===== src/rtl/cpu_pkg.sv =====
package cpu_pkg;

    typedef logic [7:0]  data_t;    // one byte on the internal bus
    typedef logic [15:0] addr_t;    // rom and ram address
    typedef logic [2:0]  op_sel_t;  // hi_rom[7:5]
    typedef logic [4:0]  dev_sel_t; // destination device
    typedef logic [2:0]  alu_op_t;  // lo_rom[2:0]

    typedef enum logic [1:0] {PH_RESET, PH_FETCH, PH_EXEC} phase_t;

    // operation field
    localparam op_sel_t OP_ROM      = 3'd0; // immediate from lo_rom
    localparam op_sel_t OP_RAM      = 3'd1; // ram at mar
    localparam op_sel_t OP_RAM_ZP   = 3'd2; // ram at zero page lo_rom
    localparam op_sel_t OP_STORE_ZP = 3'd3; // x via alu passx into zero page
    localparam op_sel_t OP_ALU_ZX   = 3'd4;
    localparam op_sel_t OP_ALU_REG  = 3'd5;
    localparam op_sel_t OP_UART     = 3'd6;
    localparam op_sel_t OP_UART_ZP  = 3'd7;

    // low device group
    localparam dev_sel_t DEV_RAM     = 5'd0;
    localparam dev_sel_t DEV_MARLO   = 5'd1;
    localparam dev_sel_t DEV_MARHI   = 5'd2;
    localparam dev_sel_t DEV_UART    = 5'd3;
    localparam dev_sel_t DEV_PCHITMP = 5'd4;
    localparam dev_sel_t DEV_PCLO    = 5'd5;
    localparam dev_sel_t DEV_PC      = 5'd6;
    localparam dev_sel_t DEV_JMPO    = 5'd7;
    // high device group, all conditional jumps
    localparam dev_sel_t DEV_JMPZ    = 5'd8;
    localparam dev_sel_t DEV_JMPC    = 5'd9;
    localparam dev_sel_t DEV_JMPDI   = 5'd10;
    localparam dev_sel_t DEV_JMPDO   = 5'd11;
    localparam dev_sel_t DEV_JMPEQ   = 5'd12;
    localparam dev_sel_t DEV_JMPNE   = 5'd13;
    localparam dev_sel_t DEV_JMPGT   = 5'd14;
    localparam dev_sel_t DEV_JMPLT   = 5'd15;

    localparam alu_op_t ALU_PASSX = 3'd0;
    localparam alu_op_t ALU_ADD   = 3'd1;
    localparam alu_op_t ALU_SUB   = 3'd2;
    localparam alu_op_t ALU_AND   = 3'd3;
    localparam alu_op_t ALU_OR    = 3'd4;
    localparam alu_op_t ALU_XOR   = 3'd5;
    localparam alu_op_t ALU_PASSY = 3'd6;
    localparam alu_op_t ALU_INCX  = 3'd7;

endpackage : cpu_pkg


===== src/rtl/ctrl_bus_if.sv =====
`timescale 1ns/100ps

interface ctrl_bus_if;
    // source strobes, active low
    logic rom_out_n;
    logic ram_out_n;
    logic alu_out_n;
    logic uart_out_n;
    // destination strobes, active low levels
    logic ram_in_n;
    logic marlo_in_n;
    logic marhi_in_n;
    logic uart_in_n;
    logic pchitmp_in_n; // hi tmp byte
    logic pclo_in_n;    // low pc byte only
    logic pc_in_n;      // full jump, already folded with flags
    logic reg_in_n;
    // alu overrides, active high
    logic force_alu_op_to_passx;
    logic force_x_val_to_zero;
    logic ram_zp_n; // zero page address from lo_rom

    modport decode (
        output rom_out_n, ram_out_n, alu_out_n, uart_out_n,
        output ram_in_n, marlo_in_n, marhi_in_n, uart_in_n,
        output pchitmp_in_n, pclo_in_n, pc_in_n, reg_in_n,
        output force_alu_op_to_passx, force_x_val_to_zero, ram_zp_n
    );

    modport sink (
        input rom_out_n, ram_out_n, alu_out_n, uart_out_n,
        input ram_in_n, marlo_in_n, marhi_in_n, uart_in_n,
        input pchitmp_in_n, pclo_in_n, pc_in_n, reg_in_n,
        input force_alu_op_to_passx, force_x_val_to_zero, ram_zp_n
    );

endinterface : ctrl_bus_if


===== src/rtl/alu_regs.sv =====
`timescale 1ns/100ps

module alu_regs (
    input  logic            clk,
    input  logic            rst,
    input  logic            exec_en,
    ctrl_bus_if.sink        ctrl,
    input  cpu_pkg::data_t  hi_rom,
    input  cpu_pkg::data_t  lo_rom,
    input  cpu_pkg::data_t  bus,
    output cpu_pkg::data_t  alu_out,
    output logic [6:0]      flags_n, // z c o eq ne gt lt, msb first
    output cpu_pkg::data_t  x,
    output cpu_pkg::data_t  y
);
    import cpu_pkg::*;

    data_t      x_val;  // x operand after force-zero
    alu_op_t    op;
    logic [8:0] res;    // bit 8 is carry, or borrow on sub
    logic       ovf;
    logic [6:0] flags;

    assign x_val = ctrl.force_x_val_to_zero ? 8'h00 : x;
    assign op    = ctrl.force_alu_op_to_passx ? ALU_PASSX : lo_rom[2:0];

    always_comb begin
        res = {1'b0, x_val}; // pass x
        ovf = 1'b0;
        case (op)
            ALU_ADD: begin
                res = {1'b0, x_val} + {1'b0, y};
                ovf = (x_val[7] == y[7]) && (res[7] != x_val[7]);
            end
            ALU_SUB: begin
                res = {1'b0, x_val} - {1'b0, y};
                ovf = (x_val[7] != y[7]) && (res[7] != x_val[7]);
            end
            ALU_AND:   res = {1'b0, x_val & y};
            ALU_OR:    res = {1'b0, x_val | y};
            ALU_XOR:   res = {1'b0, x_val ^ y};
            ALU_PASSY: res = {1'b0, y};
            ALU_INCX: begin
                res = {1'b0, x_val} + 9'd1;
                ovf = (x_val == 8'h7f);  // +127 wraps negative
            end
            default: res = {1'b0, x_val};
        endcase
    end

    assign alu_out = res[7:0];

    // flags only follow alu ops
    always_ff @(posedge clk) begin
        if (rst) begin
            flags <= '0;
        end else if (exec_en && !ctrl.alu_out_n) begin
            flags <= {res[7:0] == 8'h00, res[8], ovf,
                      x_val == y, x_val != y, x_val > y, x_val < y}; // unsigned compare
        end
    end

    assign flags_n = ~flags;

    // device low bit picks y
    always_ff @(posedge clk) begin
        if (rst) begin
            x <= '0;
            y <= '0;
        end else if (exec_en && !ctrl.reg_in_n) begin
            if (hi_rom[1]) begin
                y <= bus;
            end else begin
                x <= bus;
            end
        end
    end

endmodule : alu_regs


===== src/flat_wrapper.sv =====
// flat-port wrapper written by rule: the top's interface ports become plain ports
module alu_regs_flat import cpu_pkg::*;
  (clk, rst, exec_en, hi_rom, lo_rom, bus, alu_out, flags_n, x, y, ctrl_rom_out_n, ctrl_ram_out_n, ctrl_alu_out_n, ctrl_uart_out_n, ctrl_ram_in_n, ctrl_marlo_in_n, ctrl_marhi_in_n, ctrl_uart_in_n, ctrl_pchitmp_in_n, ctrl_pclo_in_n, ctrl_pc_in_n, ctrl_reg_in_n, ctrl_force_alu_op_to_passx, ctrl_force_x_val_to_zero, ctrl_ram_zp_n);
  ctrl_bus_if ctrl_i ();
  input  logic clk;
  input  logic rst;
  input  logic exec_en;
  input  cpu_pkg::data_t hi_rom;
  input  cpu_pkg::data_t lo_rom;
  input  cpu_pkg::data_t bus;
  output cpu_pkg::data_t alu_out;
  output logic [6:0] flags_n;
  output cpu_pkg::data_t x;
  output cpu_pkg::data_t y;
  input wire logic [$bits(ctrl_i.rom_out_n)-1:0] ctrl_rom_out_n;
  input wire logic [$bits(ctrl_i.ram_out_n)-1:0] ctrl_ram_out_n;
  input wire logic [$bits(ctrl_i.alu_out_n)-1:0] ctrl_alu_out_n;
  input wire logic [$bits(ctrl_i.uart_out_n)-1:0] ctrl_uart_out_n;
  input wire logic [$bits(ctrl_i.ram_in_n)-1:0] ctrl_ram_in_n;
  input wire logic [$bits(ctrl_i.marlo_in_n)-1:0] ctrl_marlo_in_n;
  input wire logic [$bits(ctrl_i.marhi_in_n)-1:0] ctrl_marhi_in_n;
  input wire logic [$bits(ctrl_i.uart_in_n)-1:0] ctrl_uart_in_n;
  input wire logic [$bits(ctrl_i.pchitmp_in_n)-1:0] ctrl_pchitmp_in_n;
  input wire logic [$bits(ctrl_i.pclo_in_n)-1:0] ctrl_pclo_in_n;
  input wire logic [$bits(ctrl_i.pc_in_n)-1:0] ctrl_pc_in_n;
  input wire logic [$bits(ctrl_i.reg_in_n)-1:0] ctrl_reg_in_n;
  input wire logic [$bits(ctrl_i.force_alu_op_to_passx)-1:0] ctrl_force_alu_op_to_passx;
  input wire logic [$bits(ctrl_i.force_x_val_to_zero)-1:0] ctrl_force_x_val_to_zero;
  input wire logic [$bits(ctrl_i.ram_zp_n)-1:0] ctrl_ram_zp_n;
  assign ctrl_i.rom_out_n = ctrl_rom_out_n;
  assign ctrl_i.ram_out_n = ctrl_ram_out_n;
  assign ctrl_i.alu_out_n = ctrl_alu_out_n;
  assign ctrl_i.uart_out_n = ctrl_uart_out_n;
  assign ctrl_i.ram_in_n = ctrl_ram_in_n;
  assign ctrl_i.marlo_in_n = ctrl_marlo_in_n;
  assign ctrl_i.marhi_in_n = ctrl_marhi_in_n;
  assign ctrl_i.uart_in_n = ctrl_uart_in_n;
  assign ctrl_i.pchitmp_in_n = ctrl_pchitmp_in_n;
  assign ctrl_i.pclo_in_n = ctrl_pclo_in_n;
  assign ctrl_i.pc_in_n = ctrl_pc_in_n;
  assign ctrl_i.reg_in_n = ctrl_reg_in_n;
  assign ctrl_i.force_alu_op_to_passx = ctrl_force_alu_op_to_passx;
  assign ctrl_i.force_x_val_to_zero = ctrl_force_x_val_to_zero;
  assign ctrl_i.ram_zp_n = ctrl_ram_zp_n;
  alu_regs u_core (.clk(clk), .rst(rst), .exec_en(exec_en), .ctrl(ctrl_i), .hi_rom(hi_rom), .lo_rom(lo_rom), .bus(bus), .alu_out(alu_out), .flags_n(flags_n), .x(x), .y(y));
endmodule

===== config.mk =====
export PLATFORM = sky130hd
export DESIGN_NAME = alu_regs_flat
export DESIGN_NICKNAME = d
export VERILOG_FILES = /design/src/rtl/cpu_pkg.sv /design/src/rtl/ctrl_bus_if.sv /design/src/rtl/alu_regs.sv /design/src/flat_wrapper.sv
export SDC_FILE = /design/constraint.sdc
export NUM_CORES = 1
export LEC_CHECK = 0
export BUFFER_PORTS_ARGS = -buffer_cell sky130_fd_sc_hd__buf_2
export CORE_UTILIZATION = 50
export DETAILED_ROUTE_END_ITERATION = 10
export PLACE_DENSITY = 0.86
export SLEW_MARGIN = 20
export SYNTH_ARGS = -nofsm -noshare
export SYNTH_HDL_FRONTEND = slang
export SYNTH_SLANG_ARGS = --single-unit

===== constraint.sdc =====
create_clock -name clk -period 3.83 [get_ports clk]
set_input_delay 0 -clock clk [delete_from_list [all_inputs] [get_ports clk]]
set_output_delay 0 -clock clk [all_outputs]
set_load 0.03 [all_outputs]

Yosys cells after proc, flatten, opt, wreduce, memory -nomap -nowiden
Cells that the tools add are included.
{"block": "totals", "ff_bits": 23, "output_inout_bits": 31, "elab_cells": 40}
{"block": "classes", "eq_ne": 14, "n_reduce_logical": 9, "n_bitwise": 5, "addsub": 3, "n_mux": 4, "n_lt_le_gt_ge": 2}
{"operator": "one-hot mux 9 bit (7 select lines)", "n": 1}
{"operator": "== test 3 bit (second input constant)", "n": 4}
{"operator": "adder 8 x 1 -> 9 bit (second input constant)", "n": 1}
{"operator": "adder 8 x 8 -> 9 bit", "n": 1}
{"operator": "subtractor 8 x 8 -> 9 bit", "n": 1}
{"operator": "bitwise AND 8 bit", "n": 1}
{"operator": "== test 8 x 7 -> 1 bit (second input constant)", "n": 1}
{"operator": "== test 8 bit", "n": 1}
{"operator": "> comparator 8 bit", "n": 1}
{"operator": "zero test 8 bit", "n": 1}
{"operator": "less-than comparator 8 bit", "n": 1}
{"operator": "two-way mux 8 bit", "n": 1}
{"operator": "!= test 8 bit", "n": 1}
{"operator": "OR 8 bit", "n": 1}
{"operator": "bitwise XOR 8 bit", "n": 1}
{"operator": "NOT 7 bit", "n": 1}
{"operator": "== test 3 x 2 -> 1 bit (second input constant)", "n": 2}
{"operator": "logical AND 1 bit", "n": 4}
{"operator": "AND reduction 2 bit", "n": 2}
{"operator": "== test 3 x 1 -> 1 bit (second input constant)", "n": 1}
{"operator": "two-way mux 3 bit", "n": 1}
{"operator": "!= test 1 bit", "n": 3}
{"operator": "one-hot mux 1 bit (3 select lines)", "n": 1}
{"operator": "zero test 1 bit", "n": 2}
{"operator": "other kinds (2)", "n": 2}

Longest topological paths before layout
Gate-level depths: netlist of the first run.
{"block": "logic_depth", "ltp_word": 5, "mapped_depth": 13, "depth_no_buf": 12}

Worst setup path before layout of the first run
No wires, ideal clock.
{"block": "synth_timing", "path_kind": "register to register", "from": "reg u_core.x[4]", "to": "reg u_core.flags[6]", "path_buffers": 1, "slack_ns": 0.884, "required_time_ns": 3.704, "setup_time_ns": 0.126, "stages_incl_launch_ff": 12, "t_arrival_ns": 2.819, "cell_sequence": "dfxtp_1 -> nor2b_1 -> inv_1 -> ha_1 -> clkbuf_1 -> a32o_1 -> a32o_1 -> o211ai_1 -> and3_1 -> o21ai_0 -> a41oi_1 -> o31ai_2"}
{"block": "synth_via", "elab_chain_cells": 4, "elab_cells_between_ends": 9, "classes_between": "add/sub (3); mux (2); bitwise (3); reduce/logical (1)"}
{"element": "from (decl)", "line_no": "alu_regs.sv:13", "text": "output cpu_pkg::data_t x,"}
{"element": "from (signal assigned)", "line_no": "alu_regs.sv:74", "text": "x <= bus;"}
{"element": "two-way mux 8 bit (*)", "line_no": "alu_regs.sv:24", "text": "assign x_val = ctrl.force_x_val_to_zero ? 8'h00 : x;"}
{"element": "adder 8 x 1 -> 9 bit, or another cell as far along", "line_no": "alu_regs.sv:44", "text": "res = {1'b0, x_val} + 9'd1;"}
{"element": "one-hot mux 9 bit (7 select lines) (*)", "line_no": "alu_regs.sv:30", "text": "case (op)"}
{"element": "named net u_core.res[7]", "line_no": "alu_regs.sv:20", "text": "logic [8:0] res;"}
{"element": "zero test 8 bit (*)", "line_no": "alu_regs.sv:58", "text": "flags <= {res[7:0] == 8'h00, res[8], ovf,"}
{"element": "to (signal assigned)", "line_no": "alu_regs.sv:58"}
{"element": "to (decl)", "line_no": "alu_regs.sv:22", "text": "logic [6:0] flags;"}
Mark *: on every way through the listed nets, which the timed path passes. The rest lies on a longest branch.
A chain may end at the register's enable or synchronous reset.

Worst setup path after layout of the first run
{"block": "layout_timing", "from": "reg u_core.x[4]", "to": "out alu_out[7]"}
{"block": "layout_via", "elab_chain_cells": 3, "elab_cells_between_ends": 5, "classes_between": "add/sub (3); mux (2)"}
{"element": "two-way mux 8 bit (*)", "line_no": "alu_regs.sv:24"}
{"element": "adder 8 x 1 -> 9 bit, or another cell as far along", "line_no": "alu_regs.sv:44"}
{"element": "one-hot mux 9 bit (7 select lines) (*)", "line_no": "alu_regs.sv:30"}
{"element": "to (decl)", "line_no": "flat_wrapper.sv:11", "text": "output cpu_pkg::data_t alu_out;"}
Mark *: on every way between the ends. The rest lies on a longest branch, timed or not.

==> run_results.csv, run 1 <==
group,metric,value,unit
outcome,status,"finished, final reports clean",
critical_path,critPathTopFamily,"compound AO/OA/AOI/OAI gates",
timing,worstMarginPinSlew,1.16,ns
global_routing,grt_usage,0.277,
timing,clock_skew,0.00626,ns
layout,final_common_cell,"buf_2",
floorplanning,ios,73,
layout,syn_to_final_growth,11.6,%
synth,synthFlopType,"dfxtp_1",
critical_path,regToRegSetupSlack,0.61,ns
floorplanning,fp.dieH,75.4,microns
synth,syn_area_per_cell,7.36,sq um
layout,drive_gt1_frac,0.153,
cts,cts_buffer_depth,2,
place,port_buffers,49,
power,ir_drop,0.198,mV
power,power_frac_clock,0.226,
worst_hold_path,hp-start,"ctrl_alu_out_n",
floorplanning,die_w,75.4,microns
layout,instances_no_fill,469,
power,internal_power,0.416,mW
timing,setup_viol,0,
cts,cts_max_level,1,
detailed_routing,vias,2946,
critical_path,slowest_delay,0.46,ns
synth,synth_seq_cells,23,
worst_hold_path,min_to,"u_core.flags[0]",
run,cap_violations,0,
detailed_routing,vias_per_cell,6.28,
place,place_inst,457,
worst_hold_path,hp-class,"in2reg",
global_routing,grt_pass1_vias,2488,
timing,slew_viol_final,0,
synth,syn_inst,366,
critical_path,critPathMaxFanout,7,
place,dp_slack,0.687,ns
critical_path,path_class,"reg2out",
cts,clk_pin_slew,0.08,ns
detailed_routing,drtIter0Drc,484,
critical_path,path_common_cell,"a32o_1",
cts,cts_tree,"done",
power,p_sw_frac,0.373,
synth,netlist_area,0.00270,sq mm
critical_path,cp.arrival,3.47,ns
power,p_switching,0.247,mW
place,dp_hpwl,5800,microns
layout,final_cell_mix,"49 x buf_2, 46 x nor2_1, 31 x inv_1",
synth,ys_types,66,
cts,numCtsBuffers,3,
power,power_density,221,mW/mm^2
cts,cts.sinks,23,
power,p_leak,1.31,nW
detailed_routing,routed_wl,7780,microns
synth,synth_top_area_frac,0.171,
worst_hold_path,holdPathStages,4,
timing,timing.hold.ws,0.120,ns
layout,final_util,0.585,
global_routing,grt-ovfl-total,0,
floorplanning,core,0.00514,sq mm
critical_path,r2r_cells,12,
power,combPwrFrac,0.381,
synth,yosysTopAreaCell,"dfxtp_1",
critical_path,cpMaxStageDelayCell,"nor2b_1",
synth,synth_area_leaders,"dfxtp_1 17%, ha_1 7.9%, nor2_1 6.4%, mux2i_1 5.6%, a21oi_1 4.8%",
critical_path,cp.required,3.83,ns
timing,clock.fmax,0.288,GHz
timing,period_share,0.907,
floorplanning,dieArea,0.00569,sq mm
critical_path,cp_num_buf_inv,2,
timing,setup_slack,0.358,ns
detailed_routing,ant_nets,0,
timing,min_period,3.47,ns
critical_path,reg2reg_to,"u_core.flags[6]",
place,gp_congestion,0.938,
cts,cts_root_buffer,"clkbuf_8",
synth,yosysSeqAreaShare,0.171,
timing,hold_viol,0,
global_routing,grt_max_degree,34,
synth,synth-edff-count,0,
detailed_routing,drc,0,
power,pwr-share-seq,0.393,
floorplanning,rows,26,
synth,async_reset_ff_frac,0,
critical_path,reg2reg_from,"u_core.x[1]",
timing,maxSlewHeadroom,0.221,
critical_path,cp-start-kind,"flip-flop",
synth,synth_nets,425,
floorplanning,start_util,0.524,
synth,ys_warn_count,0,
detailed_routing,firstDrtPassIters,5,
critical_path,end_kind,"output pin",
critical_path,crit_chain,"nor2b_1 > inv_1 > ha_1 > a32o_1 > a32o_1 > o211ai_1 > and3_1 > o21ai_0 > a41oi_1 > buf_2",
global_routing,grt_pass1_wl,12200,microns
cts,clock_latency,0.26,ns
timing,rsz0062_at_grt,"no",
timing,fin_setup_tns,0,ns
global_routing,antenna_found_initial,0,
detailed_routing,wire_per_inst,16.6,microns
layout,antennaDiodeCount,0,
layout,final_net_count,459,
[worst min-delay path, delay by kind of cell]
family | cells | cell delay, ns
buffers and inverters | 1 | 0.09
AOI/OAI and AO/OA | 1 | 0.13
and+or+nand+nor | 2 | 0.13
[layout make-up]
class	count	area (sq um)
fill	484	2130
multi-input combinational	282	1960
sequential	23	460
timing repair buffer	59	340
inverter	31	116
tap	70	87.6
clock buffer	4	45.0
[cells in the mapped netlist, types with 3 or more instances]
cell type	instances
dfxtp_1	23
nand3b_1	6
a311oi_1	3
xor2_1	5
a2111oi_0	3
nand2b_1	5
inv_1	31
a221oi_1	4
a21oi_1	26
o21ai_0	9
a22oi_1	6
xnor2_1	9
clkbuf_1	14
ha_1	17
nor3b_1	5
nor4bb_1	3
nand3_1	7
o211ai_1	3
nor3_1	5
and3b_1	5
and2_1	3
buf_2	6
mux2i_1	15
a211oi_1	6
nor2b_1	12
nor4_1	4
o22ai_1	4
buf_4	9
nor2_1	46
and3_1	7
nand2_1	16
o311ai_0	3
[routing by layer]
| layer | vias up | track usage | wire length [microns] |
|---|---|---|---|
| met5 | - | 0 | 0 |
| met1 | 1366 | 0.391 | 3370 |
| li1 | 1392 | - | - |
| met3 | 14 | 0.0344 | 710 |
| met2 | 174 | 0.448 | 3550 |
| met4 | 0 | 0.0700 | 152 |
[cells by family after synthesis]
kind of cell / after synthesis / synth area share
simple gates: 140 / 0.288
mux: 15 / 0.0557
flops: 23 / 0.171
buf+inv: 61 / 0.103
fa+ha+maj: 17 / 0.0789
xor+xnor: 14 / 0.0455
compound gates: 96 / 0.258
[timing repair]
action | in CTS | in global routing
setup endpoints to repair | 0 | 0
hold buffers | 8 | 0
setup buffers | 0 | 0
resized for setup | 0 | 0
endpoints found under the hold margin | 12 | 0
[power groups by stage]
stage	sequential, mW	clock [mW]	combinational [mW]
global placement	0.265	0	0.236
detailed placement	0.266	0	0.241
finish	0.260	0.150	0.253
global route	0.262	0.164	0.272
floorplan	0.273	0	0.182
CTS	0.260	0.153	0.248
[stage by stage]
step / area [sq um] / power, mW
finish: 3010 / 0.663
global route: 3010 / 0.698
CTS: 3010 / 0.661
detailed placement: 2880 / 0.506
global placement: 2880 / 0.501
floorplan: 2700 / 0.455
[state kept, by name, indices dropped and copies added (netlist names)]
register      count
u_core.y          8
u_core.flags      7
u_core.x          8
[worst max path at each step]
stage / start / endpoint / slack (ns) / cells after the start
finish: u_core.x[4] / alu_out[7] / 0.36 / 10
global route: u_core.x[4] / alu_out[7] / 0.08 / 10
CTS: u_core.x[4] / alu_out[7] / 0.41 / 10
detailed placement: u_core.x[1] / u_core.flags[6] / 0.69 / 12
global placement: u_core.x[1] / u_core.flags[6] / 0.72 / 12
floorplan: u_core.x[4] / u_core.flags[6] / 0.88 / 11
Power figures use the tool's default switching activity.
==> run 2: changes to the inputs <==
--- a/config.mk
+++ b/config.mk
@@ -6,9 +6,12 @@
 export NUM_CORES = 1
 export LEC_CHECK = 0
 export BUFFER_PORTS_ARGS = -buffer_cell sky130_fd_sc_hd__buf_2
-export CORE_UTILIZATION = 50
+export CELL_PAD_IN_SITES_DETAIL_PLACEMENT = 0
+export CELL_PAD_IN_SITES_GLOBAL_PLACEMENT = 1
+export CORE_UTILIZATION = 38
 export DETAILED_ROUTE_END_ITERATION = 10
-export PLACE_DENSITY = 0.86
+export PLACE_DENSITY = 0.9
+export REMOVE_ABC_BUFFERS = 1
 export SLEW_MARGIN = 20
 export SYNTH_ARGS = -nofsm -noshare
 export SYNTH_HDL_FRONTEND = slang
==> run_results.csv, run 2 (synthesis gave the netlist of run 1 again) <==
group,metric,value,unit
outcome,status,"finished, final reports clean",
critical_path,end_kind,"output pin",
layout,design_area,0.00305,sq mm
detailed_routing,wire_per_inst,16.3,microns
timing,worstMarginPinSlew,0.681,ns
critical_path,regToRegSetupSlack,0.63,ns
floorplanning,die_w,86.2,microns
critical_path,crit_start,"u_core.x[4]",
layout,drive_gt1_frac,0.157,
critical_path,path_class,"reg2out",
layout,final_common_cell,"buf_2",
place,placed_cell_area,0.00293,sq mm
critical_path,reg2reg_from,"u_core.x[1]",
cts,clk_pin_slew,0.08,ns
timing,clock_skew,0.00612,ns
timing,fin_setup_tns,0,ns
timing,period_share,0.911,
layout,syn_to_final_growth,13.3,%
timing,slew_viol_final,0,
detailed_routing,vias,2882,
place,port_buffers,49,
critical_path,critPathMaxFanout,7,
critical_path,cp.arrival,3.49,ns
cts,cts_repair_resize_count,0,
detailed_routing,drc,0,
detailed_routing,vias_per_cell,5.80,
timing,hold_viol,0,
global_routing,grt_pass1_vias,2525,
detailed_routing,routed_wl,8100,microns
layout,final_net_count,461,
critical_path,cp-start-kind,"flip-flop",
timing,timing.hold.ws,0.0952,ns
timing,setup_viol,0,
floorplanning,dieArea,0.00743,sq mm
run,cap_violations,0,
cts,cts_root_buffer,"clkbuf_8",
detailed_routing,ant_nets,0,
floorplanning,fp.dieH,86.2,microns
cts,cts_buffer_depth,2,
layout,largestRegisters,"u_core.x (8), u_core.y (8), u_core.flags (7)",
place,dp_hpwl,6160,microns
power,ir_drop,0.160,mV
layout,final_util,0.447,
layout,antennaDiodeCount,0,
timing,rsz0062_at_grt,"no",
detailed_routing,firstDrtPassIters,5,
critical_path,cp.required,3.83,ns
floorplanning,rows,30,
cts,clock_latency,0.27,ns
power,power_density,219,mW/mm^2
floorplanning,start_util,0.395,
global_routing,grt_max_degree,34,
floorplanning,core,0.00683,sq mm
power,p_total,0.668,mW
critical_path,r2r_cells,10,
critical_path,critPathCapture,"alu_out[7]",
global_routing,antenna_found_initial,0,
cts,cts_tree,"done",
place,gp_congestion,0.951,
worst_hold_path,hp-class,"in2reg",
timing,clock.fmax,0.287,GHz
critical_path,reg2reg_to,"u_core.flags[6]",
timing,min_period,3.49,ns
global_routing,grt_pass1_wl,12800,microns
detailed_routing,drtIter0Drc,287,
cts,cts.sinks,23,
cts,numCtsBuffers,3,
cts,cts_max_level,1,
timing,maxSlewHeadroom,0.540,
layout,final_cell_mix,"49 x buf_2, 46 x nor2_1, 31 x inv_1",
power,p_leak,1.32,nW
floorplanning,ios,73,
global_routing,grt-ovfl-total,0,
global_routing,grt_usage,0.216,
-- run 2: layout make-up --
type	instances	area, sq um
fill	741	3780
multi-input combinational	282	1960
sequential	23	460
timing repair buffer	61	355
tap	96	120
inverter	31	116
clock buffer	4	45.0
-- run 2: metal layers --
metal  up-vias  track usage  routed length, microns
li1       1397            -                       -
met1      1318        0.307                    3620
met2       146        0.335                    3630
met3        21       0.0295                     651
met4         0       0.0682                     192
met5         -            0                       0
-- run 2: worst min path at each step --
stage / to / cells after the start / slack, ns / startpoint
finish: u_core.flags[0] / 4 / 0.1 / ctrl_alu_out_n
global route: u_core.flags[0] / 4 / 0.14 / ctrl_alu_out_n
CTS: u_core.flags[0] / 4 / 0.10 / ctrl_alu_out_n
detailed placement: u_core.x[5] / 3 / 0.25 / bus[5]
global placement: u_core.x[5] / 3 / 0.24 / bus[5]
floorplan: u_core.flags[2] / 1 / 0.07 / rst
-- run 2: metrics by stage --
step           instances  worst slack (ns)
6_report             497             0.340
5_1_grt              497             0.125
4_1_cts              497             0.424
3_5_place_dp         485             0.676
3_3_place_gp         485             0.705
2_1_floorplan        336             0.427
-- run 2: timing repair --
item,CTS,global route
hold buffers,8,0
hold endpoints to repair,15,0
buffers inserted,0,0
-- run 2: power breakdown --
group          total, mW  internal [mW]  switching, mW
sequential         0.260          0.248         0.0118
clock              0.154         0.0744         0.0797
combinational      0.254         0.0942          0.160
total              0.668          0.417          0.252
-- run 2: critical path, stage by stage, from the launching register on --
cell and delay, ns:
dfxtp_1 0.44, nor2b_1 0.46, inv_1 0.20, ha_1 0.43, a32o_1 0.30, a32o_1 0.23, o211ai_1 0.31, and3_1 0.21
o21ai_0 0.09, a41oi_1 0.31, buf_2 0.25
